$ cat src/hw/gbe_activity_leds.sv
`timescale 1ns/1ns

module gbe_activity_leds #(
    parameter int led_hold = 8,
    parameter int up_delay = 32
) (
    input  logic user_clk,
    input  logic rst,
    input  logic tx_active,
    input  logic rx_active,
    output logic led_up,
    output logic led_rx,
    output logic led_tx
);

    localparam int hold_w = $clog2(led_hold + 1);
    localparam int up_w = $clog2(up_delay + 1);

    logic [up_w-1:0] up_cnt;
    logic [hold_w-1:0] hold_cnt [2];
    logic [1:0] activity;

    // Index 0 is tx, index 1 is rx
    assign activity = {rx_active, tx_active};

    always_ff @(posedge user_clk) begin
        if (rst) begin
            up_cnt <= up_w'(up_delay);
            led_up <= 1'b0;
        end else begin
            if (up_cnt != '0) begin
                up_cnt <= up_cnt - 1'b1;
            end
            led_up <= (up_cnt <= up_w'(1));
        end
    end

    // Reload on every active cycle, then count down to dark
    always_ff @(posedge user_clk) begin
        if (rst) begin
            for (int i = 0; i < 2; i++) begin
                hold_cnt[i] <= '0;
            end
        end else begin
            for (int i = 0; i < 2; i++) begin
                if (activity[i]) begin
                    hold_cnt[i] <= hold_w'(led_hold);
                end else if (hold_cnt[i] != '0) begin
                    hold_cnt[i] <= hold_cnt[i] - 1'b1;
                end
            end
        end
    end

    assign led_tx = (hold_cnt[0] != '0);
    assign led_rx = (hold_cnt[1] != '0);

endmodule

$ cat config.mk
export PLATFORM = sky130hd
export DESIGN_NAME = gbe_activity_leds
export DESIGN_NICKNAME = d
export VERILOG_FILES = /design/src/hw/gbe_activity_leds.sv
export SDC_FILE = /design/constraint.sdc
export NUM_CORES = 1
export LEC_CHECK = 0
export BUFFER_PORTS_ARGS = -buffer_cell sky130_fd_sc_hd__clkbuf_2
export CAP_MARGIN = 15
export CORE_AREA = 2 2 42 44
export CTS_CLUSTER_SIZE = 16
export DETAILED_ROUTE_END_ITERATION = 12
export DIE_AREA = 0 0 44 46
export PLACE_DENSITY = 0.71
export SKIP_CTS_REPAIR_TIMING = 1
export SYNTH_ARGS = -nofsm -noshare
export SYNTH_HDL_FRONTEND = slang
export SYNTH_SLANG_ARGS = --single-unit
$ cat constraint.sdc
create_clock -name user_clk -period 2 [get_ports user_clk]
set_input_delay 0.5 -clock user_clk [delete_from_list [all_inputs] [get_ports user_clk]]
set_output_delay 0.5 -clock user_clk [all_outputs]
set_load 0.05 [all_outputs]
==> results.yml <==
sta:
  fmax_ghz: 0.500
  period_share: 1.00
  fin_crit_ps: 2000
  setup_slack_ps: 0.813
  slew_headroom: 0.763
  drv_slew: 0
  hold_viol_final: 0
  grt_setup_unrepaired: "yes"
  worst_pin_slew_ps: 353
  finalClockSkew_ps: 5.50
  finalSetupTns_ps: 0
  finalSetupViolCount: 0
synth:
  syn_nets: 87
  synth_area_um2: 807
  synth_area_leaders: "edfxtp_1 30%, dfxtp_1 17%, ha_1 7.8%"
  async_reset_ff_frac: 0
  synth_most_common_cell: "nor2_1"
  ys.flop_type: "edfxtp_1"
  ys_seq_area_frac: 0.471
  syn_inst: 78
  synth_common_cells: "11 x nor2_1, 8 x edfxtp_1, 8 x inv_1, 8 x nor3_1, 7 x dfxtp_1"
  synth_edf_count: 8
  avgSynthCellArea_um2: 10.3
  synthDistinctLibCells: 26
  synth_top_area_frac: 0.298
  yosys.area.top_type: "edfxtp_1"
  ys_warn_count: 0
  ys_seq_elements: 15
die:
  die_y_um: 46
  core_area_um2: 1610
  die_width_um: 44
  std_cell_rows: 15
  dieArea_um2: 2020
  pin_count: 7
  start_util: 0.500
pwr:
  clockPowerShare: 0.101
  seq_power_share: 0.375
  power.leakage_nw: 0.365
  p_int_w: 0.000950
  combinationalPowerShare: 0.524
  p_sw_frac: 0.400
  p_switching_w: 0.000634
  ir_drop_mv: 0.771
  powerDensity_nw_per_um2: 1720
  finalPower_w: 0.00158
drt:
  wl_met1_um: 599
  wl_met3_um: 28
  drcViolationCount: 0
  post_drt_wl_per_cell_um: 12.0
  drt-vias-per-instance: 5.42
  routed.top_layer: "met4"
  dr_total_vias: 569
  drt_iter0_drc: 11
  antenna_left: 0
  first_pass_iters: 5
  wl_met2_um: 608
  routed_wl_um: 1260
placement:
  routabilityCongestion: 0.777
  dp_hpwl_um: 951
  pre_cts_ws_ps: 138
  dpl_cell_area_um2: 855
  dp.cells: 100
  io_buffer_count: 6
clock_tree:
  numCtsBuffers: 3
  root_buffer: "clkbuf_4"
  cts_tree: "yes"
  cts_sinks: 15
  htree_levels: 1
  clk_latency_ps: 270
  path_clk_slew_ps: 80
  cts_buffer_depth: 2
grt:
  grt_use_total: 0.154
  antenna_found_initial: 0
  grt_pass1_wl_um: 2230
  grt_max_degree: 16
  gr-total-overflow: 0
  grt_pass1_vias: 552
finish:
  final_cells: 105
  design_area_um2: 922
  fillerInstances: 140
  syn_to_final_growth_pct: 14.3
  drive_above_1_share: 0.250
  final_nets: 98
  n_antenna_cell: 0
worst_setup_path:
  cp.required_ps: 1500
  path_max_fanout: 4
  crit_path_start_kind: "flop"
  endpoint_kind: "output port"
  critPathKind: "reg -> out"
  arrival_ps: 1500
outcome:
  status: "complete, no violations"
job:
  maxCapViolCount: 0
hold_path:
  hold_path_class: "reg -> reg"
critical path, stage by stage, from the launching register on:
cell	delay (ps)
edfxtp_1	420
inv_2	100
ha_4	140
or3b_4	400
buf_6	170
per-layer routing:
layer	track usage	up-vias
met5	0	-
met4	0.0909	0
met3	0.0238	2
met2	0.250	8
met1	0.194	258
li1	-	301
through the flow:
step	hold WS, ps	utilization
after floorplan	519	-
after global placement	554	0.529
after detailed placement	561	0.529
after CTS	577	0.546
after global routing	605	0.571
final	569	0.571
flip-flops by register name, summed over array words and instances, names as in the netlist:
signal    cells
hold_cnt      8
led_up        1
up_cnt        6
cell families after synthesis:
group,Yosys count,synth area share
simple gates,34,0.243
flops,15,0.471
buf+inv,9,0.0419
compound gates,8,0.0775
fa+ha+maj,5,0.0775
xor+xnor,4,0.0434
mux,3,0.0450
worst paths after layout:
kind,from,cells after the start,to,slack [ps]
max,hold_cnt[0][0]$_SDFFCE_PN0P_,4,led_tx,0.8
min,up_cnt[1]$_SDFFE_PP0P_,2,up_cnt[1]$_SDFFE_PP0P_,570
max reg2reg,hold_cnt[1][0]$_SDFFCE_PN0P_,5,hold_cnt[1][2]$_SDFFCE_PN0P_,370
min reg2reg,up_cnt[1]$_SDFFE_PP0P_,2,up_cnt[1]$_SDFFE_PP0P_,570
layout make-up:
class                      instances  area [um2]  area share
clock buffer                       4        26.3      0.0285
inverter                           8        30.0      0.0326
multi-input combinational         54         414       0.449
sequential                        15         380       0.412
tap                               17        21.3      0.0231
timing repair buffer               7        50.0      0.0543
cells in the final DEF, fill, tap and decap left out, drive strengths merged, types with 3 or more instances in the layout:
cell	n
nor3b	3
dfxtp	7
nor3	8
xnor2	4
or3	3
nor2	11
clkbuf	8
nand2	3
ha	5
buf	3
edfxtp	8
inv	8
power by group through the flow:
stage                     Sequential (W)  Clock [W]  Combinational, W
after global routing            0.000611   0.000175          0.000932
after detailed placement        0.000589          0          0.000728
after floorplan                 0.000575          0          0.000609
after CTS                       0.000584   0.000170          0.000731
after global placement          0.000585          0          0.000716
final                           0.000594   0.000161          0.000830
(Power assumes the default switching activity.)
