File: config.mk
export PLATFORM = sky130hd
export DESIGN_NAME = gbe_stream_fifo
export DESIGN_NICKNAME = d
export VERILOG_FILES = /design/src/hw/gbe_stream_fifo.sv
export SDC_FILE = /design/constraint.sdc
export NUM_CORES = 1
export LEC_CHECK = 0
export BUFFER_PORTS_ARGS = -buffer_cell sky130_fd_sc_hd__buf_2
export CAP_MARGIN = 20
export CORE_ASPECT_RATIO = 1.5
export CORE_MARGIN = 3
export CORE_UTILIZATION = 50
export DETAILED_ROUTE_END_ITERATION = 16
export GPL_ROUTABILITY_DRIVEN = 0
export HOLD_SLACK_MARGIN = 0.15
export PLACE_DENSITY = 0.74
export SLEW_MARGIN = 10
export SYNTH_ARGS = -nofsm -noshare
export SYNTH_HDL_FRONTEND = slang
export SYNTH_SLANG_ARGS = --single-unit
export TNS_END_PERCENT = 100
File: constraint.sdc
create_clock -name user_clk -period 3.6 [get_ports user_clk]
set_input_delay 0.36 -clock user_clk [delete_from_list [all_inputs] [get_ports user_clk]]
set_output_delay 0.36 -clock user_clk [all_outputs]
set_load 0.05 [all_outputs]
File: src/hw/gbe_stream_fifo.sv
`timescale 1ns/1ns

module gbe_stream_fifo #(
    parameter int width = 32,
    parameter int depth = 16
) (
    input  logic                          user_clk,
    input  logic                          rst,
    input  logic                          wr_en,
    input  logic [width-1:0]              wr_data,
    input  logic                          rd_en,
    output logic [width-1:0]              rd_data,
    output logic                          full,
    output logic                          empty,
    output logic [$clog2(depth+1)-1:0]    count
);

    localparam int ptr_w = $clog2(depth);
    localparam int cnt_w = $clog2(depth + 1);
    localparam logic [cnt_w-1:0] max_count = cnt_w'(depth);
    localparam logic [ptr_w-1:0] last_slot = ptr_w'(depth - 1);

    logic [width-1:0] mem [depth];
    logic [ptr_w-1:0] wr_ptr;
    logic [ptr_w-1:0] rd_ptr;
    logic do_wr;
    logic do_rd;

    // Depth need not be a power of two
    function automatic logic [ptr_w-1:0] next_ptr(input logic [ptr_w-1:0] ptr);
        return (ptr == last_slot) ? '0 : ptr + 1'b1;
    endfunction

    // Writes when full and reads when empty are dropped
    assign do_wr = wr_en && !full;
    assign do_rd = rd_en && !empty;

    assign full = (count == max_count);
    assign empty = (count == '0);

    // First word falls through to the output
    assign rd_data = mem[rd_ptr];

    always_ff @(posedge user_clk) begin
        if (do_wr) begin
            mem[wr_ptr] <= wr_data;
        end
    end

    always_ff @(posedge user_clk) begin
        if (rst) begin
            wr_ptr <= '0;
            rd_ptr <= '0;
            count <= '0;
        end else begin
            if (do_wr) begin
                wr_ptr <= next_ptr(wr_ptr);
            end
            if (do_rd) begin
                rd_ptr <= next_ptr(rd_ptr);
            end
            case ({do_wr, do_rd})
                2'b10: count <= count + 1'b1;
                2'b01: count <= count - 1'b1;
                default: count <= count;
            endcase
        end
    end

endmodule

==> metrics.cfg <==
[synth]
ys_seq_elements = 529
yosys_warnings = 0
synth_area_leaders = edfxtp_1, mux4_2, dfxtp_1, buf_6, mux4_1
syn-num-nets = 871
synth-seq-area-share = 0.7746
netlist_instances = 827
synth_cell_type_count = 41
synth_top_area_frac = 0.7579
synth.avg_cell_area_sq_um = 24.53
syn_area_sq_um = 20290
yosysTopAreaCell = edfxtp_1

[timing]
worstMarginPinSlew_ns = 0.7745
setup_viol = 0
max_freq_mhz = 321.6
slew-limit-headroom = 0.4837
finalCritPeriodShare = 0.8636
hold_violations = 0
rsz0062_at_grt = no
clock_skew_ns = 0.01018
fin_setup_tns_ns = 0
drv_slew = 0
post-route-min-period_ns = 3.109

[routing]
drc = 0
wire_per_inst_um = 27.64
wl_um = 40900
drtAntennaViolNets = 0
drt_iter0_drc = 871
dr_total_vias = 9042
firstDrtPassIters = 5
viasPerCell = 6.109

[floorplan]
initial_core_util = 0.5103
io_pins = 75
die_h_um = 252.7
dieArea_sq_um = 43080
rows = 89
die_w_um = 170.5
coreArea_sq_um = 39750

[final_layout]
layout_commonest_cell = edfxtp_1
syn_to_final_growth_pct = 13.40
final_cell_mix = edfxtp_1, mux4_2, buf_2, clkbuf_16, buf_12
final_nets = 985
fillers = 2677
drive_gt1_frac = 0.3582
final_cell_area_sq_um = 23000

[clock_network]
cts.clk_slew.worst_paths_ns = 0.06
clockRootBuffer = clkbuf_16
tritoncts = built
cts_resized = 0
postCtsHoldBufs = 3
clkSinkCount = 529
clkLatencyLatePin_ns = 0.55
cts_buffer_depth = 3
htreeDepth = 2
post-cts-setup-buffers = 0
cts_buffers = 46

[worst_setup_path]
worstPathArrival_ns = 2.75
r2r_start = count[3]
crit_type = reg -> out
cp.required_ns = 3.24
reg2reg_to = count[4]
rrSetupSlack_ns = 0.50
ff2ff_path_depth = 10
worstSetupStartpointType = register
end_kind = output port
crit_path_max_fanout = 31

[global_route]
grt_pass1_wl_um = 61820
antenna_found_initial = 3
grt_pass1_vias = 9669
grt_start_max_net_pins = 51
grt_overflow = 0
track_usage = 0.1963

[place]
hpwl_um = 21710
portBuffers = 74
postPlaceCellArea_sq_um = 21450

[worst_hold_path]
whs_path_depth = 1
hold_path_class = in -> reg
hp-start = wr_data[29]
min_to = mem[7][29]

[power_and_ir_drop]
clkPwrFrac = 0.322
netSwitchingFraction = 0.2667
comb_power_share = 0.215
ir_worst_vdd_mv = 0.7478
powerDensity_nw_per_um2 = 662.8
p_seq_frac = 0.463
p_leak_nw = 7.173
internal_power_mw = 11.18
p_sw_mw = 4.067

[job]
drv_cap = 0

[run_status]
outcome = finished, final reports clean

-- worst max-delay path: stages, from the launching register on --
cell and delay [ns]:
dfxtp_4 0.50, buf_12 0.31, mux4_2 0.57, mux4_2 0.55, buf_2 0.25
-- synthesized netlist by cell type --
master,number
a311o_1,1
mux4_2,154
a21oi_1,6
dfxtp_1,17
nand2_1,8
a21boi_0,1
nand3b_1,1
a21o_1,1
nand4b_1,1
or4_1,1
a32oi_1,1
mux2_2,2
buf_2,16
edfxtp_1,512
and2_1,4
clkinv_2,1
or3_1,2
o21a_4,1
dlygate4sd1_1,1
mux4_1,6
clkbuf_1,8
nor2_1,13
clkbuf_8,1
nand3_1,6
o21ai_2,1
mux2i_1,2
a311oi_1,1
a31oi_1,1
ha_1,8
a41oi_1,2
buf_6,15
o21ai_0,2
xor2_1,6
o31ai_1,1
nor3_1,3
inv_1,6
and3_1,7
o211ai_1,2
buf_4,1
nor2b_1,1
and4_1,3
-- flip-flops by register name, summed over array words and instances (netlist names), named ones only --
signal  cells
mem       512
count       5
rd_ptr      4
wr_ptr      4
-- how the worst max path moves through the flow --
stage                     cells past startpoint  slack (ns)          end
after floorplan                               6        0.40   mem[15][0]
after global placement                       10        0.70     count[4]
after detailed placement                     10        0.58     count[4]
after CTS                                     4        0.42  rd_data[10]
after global routing                          4        0.38  rd_data[10]
final                                         4        0.49   rd_data[1]
-- cell families after synthesis --
| group | Yosys count | synth area share |
|---|---|---|
| AND/OR/NAND/NOR | 50 | 0.01289 |
| flip-flops | 529 | 0.7746 |
| buffers and inverters | 49 | 0.01659 |
| adder cells (fa/ha/maj) | 8 | 0.004934 |
| multiplexers | 164 | 0.1808 |
| AO/OA/AOI/OAI | 21 | 0.007525 |
| XOR/XNOR | 6 | 0.002590 |
-- power by group through the flow --
stage	registers, mW	clock network, mW	logic [mW]
after detailed placement	7.19	0	3.32
after floorplan	7.17	0	2.66
final	7.06	4.91	3.27
after global routing	7.08	5.21	3.49
after CTS	7.07	4.98	3.34
after global placement	7.18	0	3.28
-- metal layers --
layer | wire, um | global-route usage
met1 | 15320 | 0.2577
met2 | 22010 | 0.3388
met3 | 2376 | 0.02957
met4 | 1207 | 0.06750
met5 | 0 | 0
-- final cells by class --
cell class	instances	area [sq um]	share of cell area
Antenna cell	3	7.507	0.0003263
Timing Repair Buffer	108	833.3	0.03622
Clock buffer	61	1301	0.05656
Inverter	7	27.53	0.001197
Multi-Input combinational cell	249	4272	0.1857
Sequential cell	529	15730	0.6836
Tap cell	500	625.6	0.02719
Clock inverter	23	212.7	0.009246
-- metrics by stage --
step / std cells / util / worst slack (ns) / power [mW] / hold WS (ns)
5_1_grt: 1478 / 0.5785 / 0.3806 / 15.78 / 0.1741
3_3_place_gp: 1390 / 0.5396 / 0.6955 / 10.46 / 0.5017
6_report: 1480 / 0.5787 / 0.4910 / 15.25 / 0.1807
4_1_cts: 1477 / 0.5785 / 0.4247 / 15.38 / 0.1503
2_1_floorplan: 827 / - / 0.4021 / 9.830 / 0.4321
3_5_place_dp: 1390 / 0.5396 / 0.5811 / 10.51 / 0.5105
(Power assumes the default switching activity.)
