### src/hw/gbe_pkg.sv
package gbe_pkg;

    // One streaming word, on the user side and on the link
    typedef logic [511:0] gbe_word_t;

    // IPv4 address
    typedef logic [31:0] ip_addr_t;

    typedef logic [15:0] udp_port_t;

    // Frame length in payload words, not bytes
    typedef logic [15:0] frame_len_t;

    // Header word layout, low bit of each field
    localparam int hdr_dst_ip_lsb = 0;
    localparam int hdr_dst_port_lsb = 32;
    localparam int hdr_src_ip_lsb = 48;
    localparam int hdr_src_port_lsb = 80;
    localparam int hdr_len_lsb = 96;
    // Bits above the length field are sent as zero

    // Framer sequence
    typedef enum logic [1:0] {
        tx_idle,
        tx_header,
        tx_payload
    } tx_state_t;

    // Parser sequence, drop covers frames for other nodes
    typedef enum logic [1:0] {
        rx_header,
        rx_payload,
        rx_drop
    } rx_state_t;

endpackage

### src/hw/udp_rx_parser.sv
`timescale 1ns/1ns

module udp_rx_parser #(
    parameter gbe_pkg::ip_addr_t local_ip = 32'h0A000001
) (
    input  logic               user_clk,
    input  logic               rst,
    input  gbe_pkg::gbe_word_t link_data,
    input  logic               link_valid,
    input  logic               link_last,
    input  logic               fifo_full,
    input  logic               overrun_ack,
    output logic               fifo_wr,
    output gbe_pkg::gbe_word_t fifo_data,
    output logic               fifo_last,
    output gbe_pkg::ip_addr_t  src_ip_o,
    output gbe_pkg::udp_port_t src_port_o,
    output gbe_pkg::ip_addr_t  dst_ip_o,
    output gbe_pkg::udp_port_t dst_port_o,
    output logic               bad_frame,
    output logic               overrun,
    output logic               rx_active
);

    import gbe_pkg::*;

    rx_state_t state;
    frame_len_t exp_len;
    frame_len_t word_cnt;
    frame_len_t word_num;
    ip_addr_t hdr_dst_ip;
    logic take_header;
    logic len_err;

    assign hdr_dst_ip = link_data[hdr_dst_ip_lsb +: $bits(ip_addr_t)];
    assign take_header = link_valid && (state == rx_header);

    // Position of the current payload word, counting from one
    assign word_num = word_cnt + 1'b1;
    assign len_err = link_last && (word_num != exp_len);

    always_ff @(posedge user_clk) begin
        if (rst) begin
            state <= rx_header;
            word_cnt <= '0;
            fifo_wr <= 1'b0;
            bad_frame <= 1'b0;
            rx_active <= 1'b0;
        end else begin
            fifo_wr <= 1'b0;
            bad_frame <= 1'b0;
            rx_active <= link_valid;
            if (link_valid) begin
                case (state)
                    rx_header: begin
                        word_cnt <= '0;
                        if (hdr_dst_ip == local_ip) begin
                            state <= rx_payload;
                        end else begin
                            state <= rx_drop;
                        end
                    end
                    rx_payload: begin
                        fifo_wr <= 1'b1;
                        word_cnt <= word_num;
                        bad_frame <= len_err;
                        if (link_last) begin
                            state <= rx_header;
                        end
                    end
                    rx_drop: begin
                        if (link_last) begin
                            bad_frame <= 1'b1;
                            state <= rx_header;
                        end
                    end
                    default: state <= rx_header;
                endcase
            end
        end
    end

    // Header fields stay put for the whole frame
    always_ff @(posedge user_clk) begin
        if (take_header) begin
            dst_ip_o <= hdr_dst_ip;
            dst_port_o <= link_data[hdr_dst_port_lsb +: $bits(udp_port_t)];
            src_ip_o <= link_data[hdr_src_ip_lsb +: $bits(ip_addr_t)];
            src_port_o <= link_data[hdr_src_port_lsb +: $bits(udp_port_t)];
            exp_len <= link_data[hdr_len_lsb +: $bits(frame_len_t)];
        end
        fifo_data <= link_data;
        fifo_last <= link_last;
    end

    // The rx FIFO drops this write, so flag it until acknowledged
    always_ff @(posedge user_clk) begin
        if (rst) begin
            overrun <= 1'b0;
        end else if (fifo_wr && fifo_full) begin
            overrun <= 1'b1;
        end else if (overrun_ack) begin
            overrun <= 1'b0;
        end
    end

endmodule

### config.mk
export PLATFORM = sky130hd
export DESIGN_NAME = udp_rx_parser
export DESIGN_NICKNAME = d
export VERILOG_FILES = /design/src/hw/gbe_pkg.sv /design/src/hw/udp_rx_parser.sv
export SDC_FILE = /design/constraint.sdc
export NUM_CORES = 1
export LEC_CHECK = 0
export BUFFER_PORTS_ARGS = -buffer_cell sky130_fd_sc_hd__buf_2
export CAP_MARGIN = 20
export CORE_AREA = 2 2 439 441
export CTS_CLUSTER_DIAMETER = 60
export DETAILED_ROUTE_END_ITERATION = 7
export DIE_AREA = 0 0 441 443
export GPL_TIMING_DRIVEN = 0
export SYNTH_ARGS = -nofsm -noshare
export SYNTH_HDL_FRONTEND = slang
export SYNTH_SLANG_ARGS = --single-unit
### constraint.sdc
create_clock -name user_clk -period 8.61 [get_ports user_clk]
set_input_delay 0.4305 -clock user_clk [delete_from_list [all_inputs] [get_ports user_clk]]
set_output_delay 0.4305 -clock user_clk [all_outputs]
set_load 0.01 [all_outputs]
==> results of run 1 <==
sequential cells by signal (all words and copies together), names as in the netlist, 2 cells and up:
signal / flops
src_ip_o: 32
word_cnt: 16
state: 2
dst_port_o: 16
src_port_o: 16
dst_ip_o: 32
exp_len: 16
fifo_data: 512
how the worst min path moves through the flow:
| stage | startpoint | slack [ps] | end |
|---|---|---|---|
| after floorplan | state[0] | 450 | state[0] |
| after global routing | link_data[487] | 270 | fifo_data[487] |
| after detailed placement | overrun | 460 | overrun |
| final | link_data[138] | 310 | fifo_data[138] |
| after global placement | overrun | 470 | overrun |
| after CTS | link_data[404] | 220 | fifo_data[404] |
power groups by stage:
stage | Sequential [mW] | Clock, mW | Combinational [mW]
after floorplan | 3.45 | 0 | 0.0261
after global placement | 3.37 | 0 | 0.574
after detailed placement | 3.37 | 0 | 0.582
after CTS | 3.31 | 4.42 | 0.836
after global routing | 3.32 | 4.53 | 0.851
final | 3.31 | 4.28 | 0.801
placed cells by master, fill, tap and decap left out, types with 3 or more instances in the layout:
cell           instances
clkbuf_1              17
nand3_1                5
a311oi_1               3
clkinvlp_4             4
nand4_1                4
clkbuf_16            102
clkinv_16              4
clkinv_2               9
clkbuf_8               6
diode_2               80
nor2_1                22
o2111ai_1              3
xnor2_1               16
a31oi_1                3
xor2_1                 9
or3_1                  3
inv_6                 14
dlygate4sd3_1        518
nor4_1                 9
clkinv_8               6
inv_8                 20
dfxtp_1              535
o21ai_0               12
inv_1                  7
nand2_1               15
ha_1                   4
bufinv_16              5
a21oi_1               19
edfxtp_1             112
clkinv_4               9
nor3_1                 5
buf_2               1130
final cells by class:
type,count,share of cell area
sequential,647,0.4262
timing repair buffer,1650,0.3300
tap,2526,0.09572
clock buffer,120,0.08117
multi-input combinational,161,0.03194
clock inverter,72,0.02694
antenna,80,0.006063
buffer,8,0.001175
inverter,7,0.0007958
Yosys cell counts (7+ instances only):
cell type / number
nand2_1: 15
nor2_1: 22
inv_1: 7
xor2_1: 9
edfxtp_1: 112
o21ai_0: 12
dfxtp_1: 535
a21oi_1: 19
nor4_1: 9
xnor2_1: 16
stage by stage:
stage	setup WS, ps	std cells
finish	5805	5271
global route	5666	5228
CTS	5712	5191
detailed placement	5638	4481
global placement	1392	4479
floorplan	4320	823
per-layer routing:
layer	part of all wire	up-vias	track usage
met5	0.0051	-	0
met4	0.036	120	0.04686
met3	0.12	395	0.08302
met2	0.51	950	0.2614
met1	0.33	6855	0.1397
li1	-	6463	-
cells by family (layout without fill, tap and decap cells):
group           count (synthesis)  after routing  synth area share
flops                         647            647            0.9268
xor+xnor                       25             25           0.01442
compound gates                 47             47           0.01887
mux                             2              2          0.001401
fa+ha+maj                       4              4          0.003296
simple gates                   83             83           0.03090
other cells                     0             80                 0
buf+inv                        15           1857          0.004285
==> reports/metrics.cfg, run 1 <==
[outcome]
outcome = complete, no violations

[layout]
fin_nets = 3098
post_route_cells_drive_above_1_share = 0.4964
seqCellArea_sq_um = 14070
final.fill_count = 21000
finalInstanceArea_sq_um = 33020
syn2layout_area_growth_pct = 117.5
multi_input_area_sq_um = 1055
fin_util = 0.1727

[floorplanning]
initial_core_util = 0.07943
die_w_um = 441
io_pins = 1131
die-height_um = 443
core_sq_um = 191200
dieArea_sq_um = 195400
rows = 161

[synthesis]
ys_types = 45
async_flop_share = 0
synth.avg_cell_area_sq_um = 18.45
yosysWarningCount = 0
synth_edf_count = 112
synth_top_cell_by_area = dfxtp_1
synth_top_area_share = 0.7053
synthFlopType = dfxtp_1
syn-cell-area_sq_um = 15180
synth_seq_area_share = 0.9268
synthTopCellsByArea = dfxtp_1 71%, edfxtp_1 22%, xnor2_1 0.92%
syn_inst = 823
synth_fp_nets = 1345
ys_seq_elements = 647

[worst_hold_path]
hold_class = primary input to flip-flop
holdPathStages = 2

[critical_path]
r2r_cells = 7
critPathCapture = bad_frame
crit_type = flip-flop to flip-flop
cp-start-kind = flip-flop
cp.required_ps = 9210
critPathTopFamily = simple AND/OR/NAND/NOR gates
worstSetupEndpointType = flip-flop
cp.arrival_ps = 3410
worst-path-max-fanout = 6
cp_cell_sequence = ha_1 -> nand3_4 -> nor4_4 -> mux2_2 -> a2111o_1 -> nor4_1 -> a21oi_1
cp_num_buf_inv = 0
crit_start = word_cnt[0]
r2r_slack_ps = 5800
rr_endpoint = bad_frame
cp.depth = 7
slowest_delay_ps = 430
cp_slowest_cell = dfxtp_1
rr_startpoint = word_cnt[0]

[run]
maxCapViolations = 0

[pwr]
pwr-share-comb = 0.095
clockPowerShare = 0.511
pwr-share-seq = 0.394
power.density_nw_per_um2 = 254.1
switchingPower_mw = 2.305
power.leakage_nw = 14.29
vdd.ir_drop.worst_mv = 0.1597
total_power_mw = 8.389
switching_share = 0.2748
p_int_mw = 6.084

[global_routing]
grt_pass1_vias = 15210
grt_pass1_wl_mm = 177.5
grt_overflow = 0
grt_max_degree = 48
grt.total_usage = 0.1462
antenna_found_initial = 197

[routing]
dr_total_vias = 14780
dr.pass1.iters = 6
routed_wl_mm = 147.8
wire_per_inst_um = 28.04
drt.antenna.violating_nets = 0
post-route-drc-count = 0
drt_iter0_markers = 769
via_per_inst = 2.805

[sta]
hold_slack_ps = 313.4
fin_setup_tns_ps = 0
max-slew-margin-rel = 0.4358
setup_viol = 0
fin_crit_sh = 0.3258
fmax_mhz = 356.4
hold_viol = 0
rsz0062_at_grt = false
final_max_slew_viol_count = 0
finClkSkew_ps = 20.67
worst_pin_slew_ps = 834.3
period_needed_ps = 2805

[cts]
cts_num_sinks = 647
cts_tree = built
post_cts_buffers = 0
cts_hold_buffers = 518
h-tree-depth = 3
cts_inserted_buffers = 101
cts_root_buffer = clkbuf_16
clkLatencyLatePin_ps = 730
path_clk_slew_ps = 50
clock_path_buffers = 3
ctsResizeCount = 0

[placement]
place_congestion = 0.9660
postPlaceCellArea_sq_um = 24060
dp_hpwl_mm = 128.8
port_buffers = 1130

Power figures use the tool's default switching activity.
==> run 2: changes to the inputs <==
- CORE_AREA: 2 2 439 441 -> 2 2 442 444
- DIE_AREA: 0 0 441 443 -> 0 0 444 446
- clock period: 8.61 -> 2.8 ns (I/O delays scaled with it)
==> reports/metrics.cfg, run 2 (synthesis results as in run 1) <==
[outcome]
outcome = complete, no violations

[worst_hold_path]
hold_class = primary input to flip-flop
holdPathStages = 2  ; unchanged
min-delay-start = link_data[138]
min_to = fifo_data[138]

[cts]
cts_tree = built
cts_inserted_buffers = 102  ; +0.99%
clkLatencyLatePin_ps = 730  ; about the same
cts_root_buffer = clkbuf_16
post_cts_buffers = 0  ; unchanged
path_clk_slew_ps = 60  ; about the same
clock_path_buffers = 3  ; unchanged
h-tree-depth = 3  ; unchanged
cts_num_sinks = 647  ; unchanged

[routing]
post-route-drc-count = 0  ; unchanged
dr_total_vias = 15460  ; +4.6%
dr.pass1.iters = 5  ; -1
drt.antenna.violating_nets = 0  ; unchanged
via_per_inst = 2.847  ; +1.5%
routed_wl_mm = 149.2  ; +0.94%
wire_per_inst_um = 27.48  ; -2.0%
drt_iter0_markers = 720  ; -6.4%

[global_routing]
grt_pass1_vias = 15930  ; +4.8%
met2_usage = 0.2612  ; about the same
grt_overflow = 0  ; unchanged
grt_max_degree = 48  ; unchanged
grt_busiest_layer = met2
use_met3 = 0.07665  ; -0.006367
antenna_found_initial = 204  ; +3.6%
grt.total_usage = 0.1450  ; -0.001200
grt_util_met1 = 0.1417  ; +0.002013
grt_pass1_wl_mm = 180.0  ; +1.4%

[placement]
dp.cells = 4498  ; +0.38%
dp_hpwl_mm = 127.6  ; -0.93%
place_congestion = 0.9760  ; +1.0%
port_buffers = 1130  ; unchanged

[floorplanning]
io_pins = 1131  ; unchanged
rows = 162  ; +0.62%
core_sq_um = 193600  ; +1.3%
dieArea_sq_um = 198000  ; +1.4%
die-height_um = 446  ; +0.68%
die_w_um = 444  ; +0.68%
initial_core_util = 0.07844  ; -0.0009863

[critical_path]
crit_type = flip-flop to flip-flop
r2r_cells = 7  ; unchanged
cp-start-kind = flip-flop
worstSetupEndpointType = flip-flop
rr_endpoint = bad_frame
r2r_slack_ps = 210  ; -5600 ps
cp.arrival_ps = 3190  ; -220 ps
cp.required_ps = 3400  ; -5810 ps
rr_startpoint = word_cnt[0]
worst-path-max-fanout = 6  ; unchanged

[sta]
finClkSkew_ps = 40.65  ; +19.97 ps
rsz0062_at_grt = false
setup_viol = 0  ; unchanged
worst_pin_slew_ps = 815.0  ; -19.33 ps
max-slew-margin-rel = 0.4567  ; +0.02087
hold_viol = 0  ; unchanged
fin_setup_tns_ps = 0  ; unchanged
final_max_slew_viol_count = 0  ; unchanged
period_needed_ps = 2591  ; -214.8 ps
fmax_mhz = 386.0  ; +8.3%
fin_crit_sh = 0.9252  ; +0.5994

[layout]
post_route_cells_drive_above_1_share = 0.4731  ; -0.02333
final_cell_mix = 1,131 x buf_2, 659 x dlygate4sd3_1, 535 x dfxtp_1, 112 x edfxtp_1, 105 x clkbuf_16
largest_register_ffs = 512  ; unchanged
final_common_cell = buf_2
stdcell_count = 5428  ; +3.0%
syn2layout_area_growth_pct = 126.8
fin_nets = 3241  ; +4.6%
regMostFlops = fifo_data
largestRegisters = fifo_data: 512 flops, dst_ip_o: 32 flops, src_ip_o: 32 flops

[run]
maxCapViolations = 0  ; unchanged

[pwr]
power.leakage_nw = 14.87  ; +4.0%
power.density_nw_per_um2 = 752.0  ; +200%
vdd.ir_drop.worst_mv = 0.4220  ; +160%

[run 2: layout make-up]
| type | count | area (sq um) |
|---|---|---|
| Antenna cell | 79 | 197.7 |
| Buffer | 8 | 38.79 |
| Clock buffer | 124 | 2799 |
| Clock inverter | 68 | 740.7 |
| Fill cell | 21170 | 159100 |
| Inverter | 7 | 26.28 |
| Multi-Input combinational cell | 161 | 1066 |
| Sequential cell | 647 | 14070 |
| Tap cell | 2542 | 3181 |
| Timing Repair Buffer | 1792 | 12310 |
[run 2: repair_timing]
action | in CTS | in global routing
gates cloned | 0 | 0
resized for setup | 2 | 1
pin swaps | 0 | 1
endpoints found under the hold margin | 637 | 0
endpoints found under the setup margin | 1 | 1
hold buffers | 659 | 0
[run 2: per-layer routing]
layer,wire length (um),part of all wire,vias to the layer above
li1,-,-,6727
met1,49890,0.33,7235
met2,76050,0.51,938
met3,17110,0.11,416
met4,5275,0.035,140
met5,870,0.0058,-
[run 2: worst max-delay path, cell delays in order, from the launching register on]
cell	delay (ps)
dfxtp_1	430
ha_2	300
nand3_4	130
or3_2	510
xnor2_1	150
a2111o_1	440
nor4_4	360
a21oi_1	150
[run 2: how the worst max path moves through the flow]
stage                startpoint           end  slack [ps]  depth (start not counted)
detailed placement  word_cnt[0]     bad_frame        -250                          7
global route        word_cnt[0]     bad_frame          70                          7
floorplan           word_cnt[0]     bad_frame         490                          7
global placement       state[0]  word_cnt[15]        -400                          7
CTS                 word_cnt[0]     bad_frame           5                          7
finish              word_cnt[0]     bad_frame         210                          7
[run 2: power breakdown]
group          switching [mW]  leakage [nW]  internal (mW)  total [mW]
sequential              0.163          5.58           9.99        10.2
combinational            1.41          7.57           1.21        2.62
clock                    5.39          1.72           7.73        13.1
[run 2: stage by stage]
stage	utilization	worst slack [ps]	cell area [sq um]	hold slack, ps	power (mW)
finish	0.1779	209.4	34430	75.04	25.89
global route	0.1774	73.11	34330	38.36	26.85
CTS	0.1769	4.824	34230	0.07216	26.39
detailed placement	0.1244	-250.7	24080	243.6	12.13
global placement	0.1241	-399.5	24020	242.8	12.11
floorplan	-	491.3	15190	167.7	10.67
==> run 3: changes to the inputs <==
- CORE_AREA: 2 2 442 444 -> 2 2 440 442
- DIE_AREA: 0 0 444 446 -> 0 0 442 444
- clock period: 2.8 -> 2.3 ns (I/O delays scaled with it)
==> reports/metrics.cfg, run 3 (synthesis results as in run 1) <==
[critical_path]
rr_startpoint = word_cnt[0]
rr_endpoint = bad_frame
cp.arrival_ps = 2900  ; -290 ps
r2r_cells = 7  ; unchanged
worstSetupEndpointType = flip-flop
cp.required_ps = 2910  ; -490 ps
worst-path-max-fanout = 6  ; unchanged
crit_type = flip-flop to flip-flop
r2r_slack_ps = 7  ; -200 ps
cp-start-kind = flip-flop

[floorplanning]
dieArea_sq_um = 196200  ; -0.90%
rows = 161  ; -0.62%
core_sq_um = 191600  ; -1.0%
die_w_um = 442  ; -0.45%
initial_core_util = 0.07926  ; +0.0008192
die-height_um = 444  ; -0.45%
io_pins = 1131  ; unchanged

[global_routing]
grt.total_usage = 0.1544  ; +0.009412
grt_max_degree = 46  ; -4.2%
grt_pass1_vias = 16570  ; +4.0%
grt_overflow = 0  ; unchanged
antenna_found_initial = 187  ; -8.3%
grt_pass1_wl_mm = 190.4  ; +5.8%

[pwr]
vdd.ir_drop.worst_mv = 0.6230  ; +48%
power.density_nw_per_um2 = 880.5  ; +17%
pwr-share-comb = 0.109  ; +0.008
power.leakage_nw = 15.32  ; +3.0%
total_power_mw = 31.20  ; +21%
switching_share = 0.2721  ; +0.003131
p_int_mw = 22.72  ; +20%
switchingPower_mw = 8.489  ; +22%
clockPowerShare = 0.493  ; -0.014
pwr-share-seq = 0.398  ; +0.006

[sta]
worst_pin_slew_ps = 901.7  ; +86.77 ps
fin_crit_sh = 0.9970  ; +0.07174
setup_viol = 0  ; unchanged
hold_viol = 0  ; unchanged
rsz0062_at_grt = true
hold_slack_ps = 78.32  ; +3.281 ps
fmax_mhz = 436.1  ; +13%
final_max_slew_viol_count = 0  ; unchanged
finClkSkew_ps = 22.31  ; -18.34 ps
period_needed_ps = 2293  ; -297.6 ps
max-slew-margin-rel = 0.3988  ; -0.05785

[worst_hold_path]
holdPathStages = 2  ; unchanged
min-delay-start = link_data[102]
min_to = fifo_data[102]
hold_class = primary input to flip-flop

[routing]
routed_wl_mm = 156.5  ; +4.9%
via_per_inst = 2.894  ; +1.6%
drt_iter0_markers = 924  ; +28%
dr_total_vias = 15930  ; +3.1%
wire_per_inst_um = 28.44  ; +3.5%
dr.pass1.iters = 5  ; unchanged
drt.antenna.violating_nets = 0  ; unchanged
post-route-drc-count = 0  ; unchanged

[cts]
cts_tree = built
clock_path_buffers = 3  ; unchanged
cts_num_sinks = 647  ; unchanged
path_clk_slew_ps = 60  ; about the same
h-tree-depth = 3  ; unchanged
cts_root_buffer = clkbuf_16
clkLatencyLatePin_ps = 730  ; about the same
cts_inserted_buffers = 96  ; -5.9%

[layout]
final.fill_count = 20870  ; -1.4%
syn2layout_area_growth_pct = 133.4
largestRegisters = fifo_data: 512 flops, dst_ip_o: 32 flops, src_ip_o: 32 flops
largest_register_ffs = 512  ; unchanged
final_cell_mix = 1,130 x buf_2, 775 x dlygate4sd3_1, 530 x dfxtp_1, 112 x edfxtp_1, 99 x clkbuf_16
post_route_cells_drive_above_1_share = 0.4572  ; -0.01594
fin_nets = 3357  ; +3.6%
finalInstanceArea_sq_um = 35440  ; +2.9%
final_common_cell = buf_2
regMostFlops = fifo_data
fin_util = 0.1850  ; +0.007095

[placement]
place_congestion = 0.9438  ; -3.3%
dp_hpwl_mm = 132.6  ; +3.9%
port_buffers = 1130  ; unchanged
postPlaceCellArea_sq_um = 24050  ; -0.12%

[outcome]
outcome = complete, no violations

[run]
maxCapViolations = 0  ; unchanged

-- run 3: changes by cell type in the layout (fill, tap and decap cells not counted), sizes merged --
cell	before	now
diode	79	60
clkbuf	130	120
clkinv	14	27
clkinvlp	10	3
dlygate4sd3	659	775
inv	47	38
bufinv	4	6
buf	1135	1139
and2	2	4
-- run 3: worst max-delay path, cell delays in order, from the launching register on --
cell,delay [ps]
dfxtp_4,390
ha_4,190
nand3_4,150
nor4_4,360
mux2_4,330
a2111o_1,400
nor4_4,230
a21oi_1,110
-- run 3: worst max-delay path by stage --
stage | start | endpoint | cells after the start
finish | word_cnt[0] | bad_frame | 7
global route | word_cnt[0] | bad_frame | 7
CTS | word_cnt[3] | bad_frame | 6
detailed placement | word_cnt[0] | bad_frame | 7
global placement | state[0] | word_cnt[15] | 7
floorplan | word_cnt[0] | bad_frame | 7
-- run 3: power groups by stage --
stage / clock network, mW / registers, mW / logic, mW
6_report: 15.4 / 12.4 / 3.40
5_1_grt: 16.3 / 12.5 / 3.59
4_1_cts: 15.9 / 12.4 / 3.50
3_5_place_dp: 0 / 12.7 / 2.23
3_3_place_gp: 0 / 12.7 / 2.22
2_1_floorplan: 0 / 12.9 / 0.0989
-- run 3: final cells by class --
| type | count | area, sq um | area share |
|---|---|---|---|
| timing repair buffer | 1912 | 13500 | 0.3809 |
| inverter | 7 | 26.28 | 0.0007414 |
| antenna | 60 | 150.1 | 0.004237 |
| clock inverter | 67 | 784.5 | 0.02214 |
| multi-input combinational | 163 | 1131 | 0.03192 |
| buffer | 8 | 41.29 | 0.001165 |
| sequential | 647 | 14080 | 0.3974 |
| tap | 2526 | 3161 | 0.08919 |
| clock buffer | 114 | 2564 | 0.07234 |
-- run 3: routing by layer --
metal / routed length [um] / global-route usage / vias up
met1: 52610 / 0.1520 / 7423
met5: 724 / 0 / -
met4: 6547 / 0.05498 / 116
li1: - / - / 6960
met2: 78180 / 0.2743 / 1015
met3: 18460 / 0.08155 / 415
-- run 3: metrics by stage --
| stage | TNS (ps) | instances | setup WS (ps) |
|---|---|---|---|
| final | 0 | 5504 | 6.985 |
| after global routing | -123.9 | 5469 | -123.9 |
| after CTS | -20.18 | 5439 | -20.18 |
| after detailed placement | -4678 | 4481 | -743.0 |
| after global placement | -40370 | 4479 | -1217 |
| after floorplan | 0 | 823 | 28.30 |
-- run 3: timing repair --
action / CTS / global route
setup buffers: 0 / 5
resized for setup: 20 / 2
pin swaps: 3 / 2
hold buffers: 775 / 0
endpoints found under the hold margin: 640 / 0
cloned: 2 / 0
endpoints found under the setup margin: 17 / 4
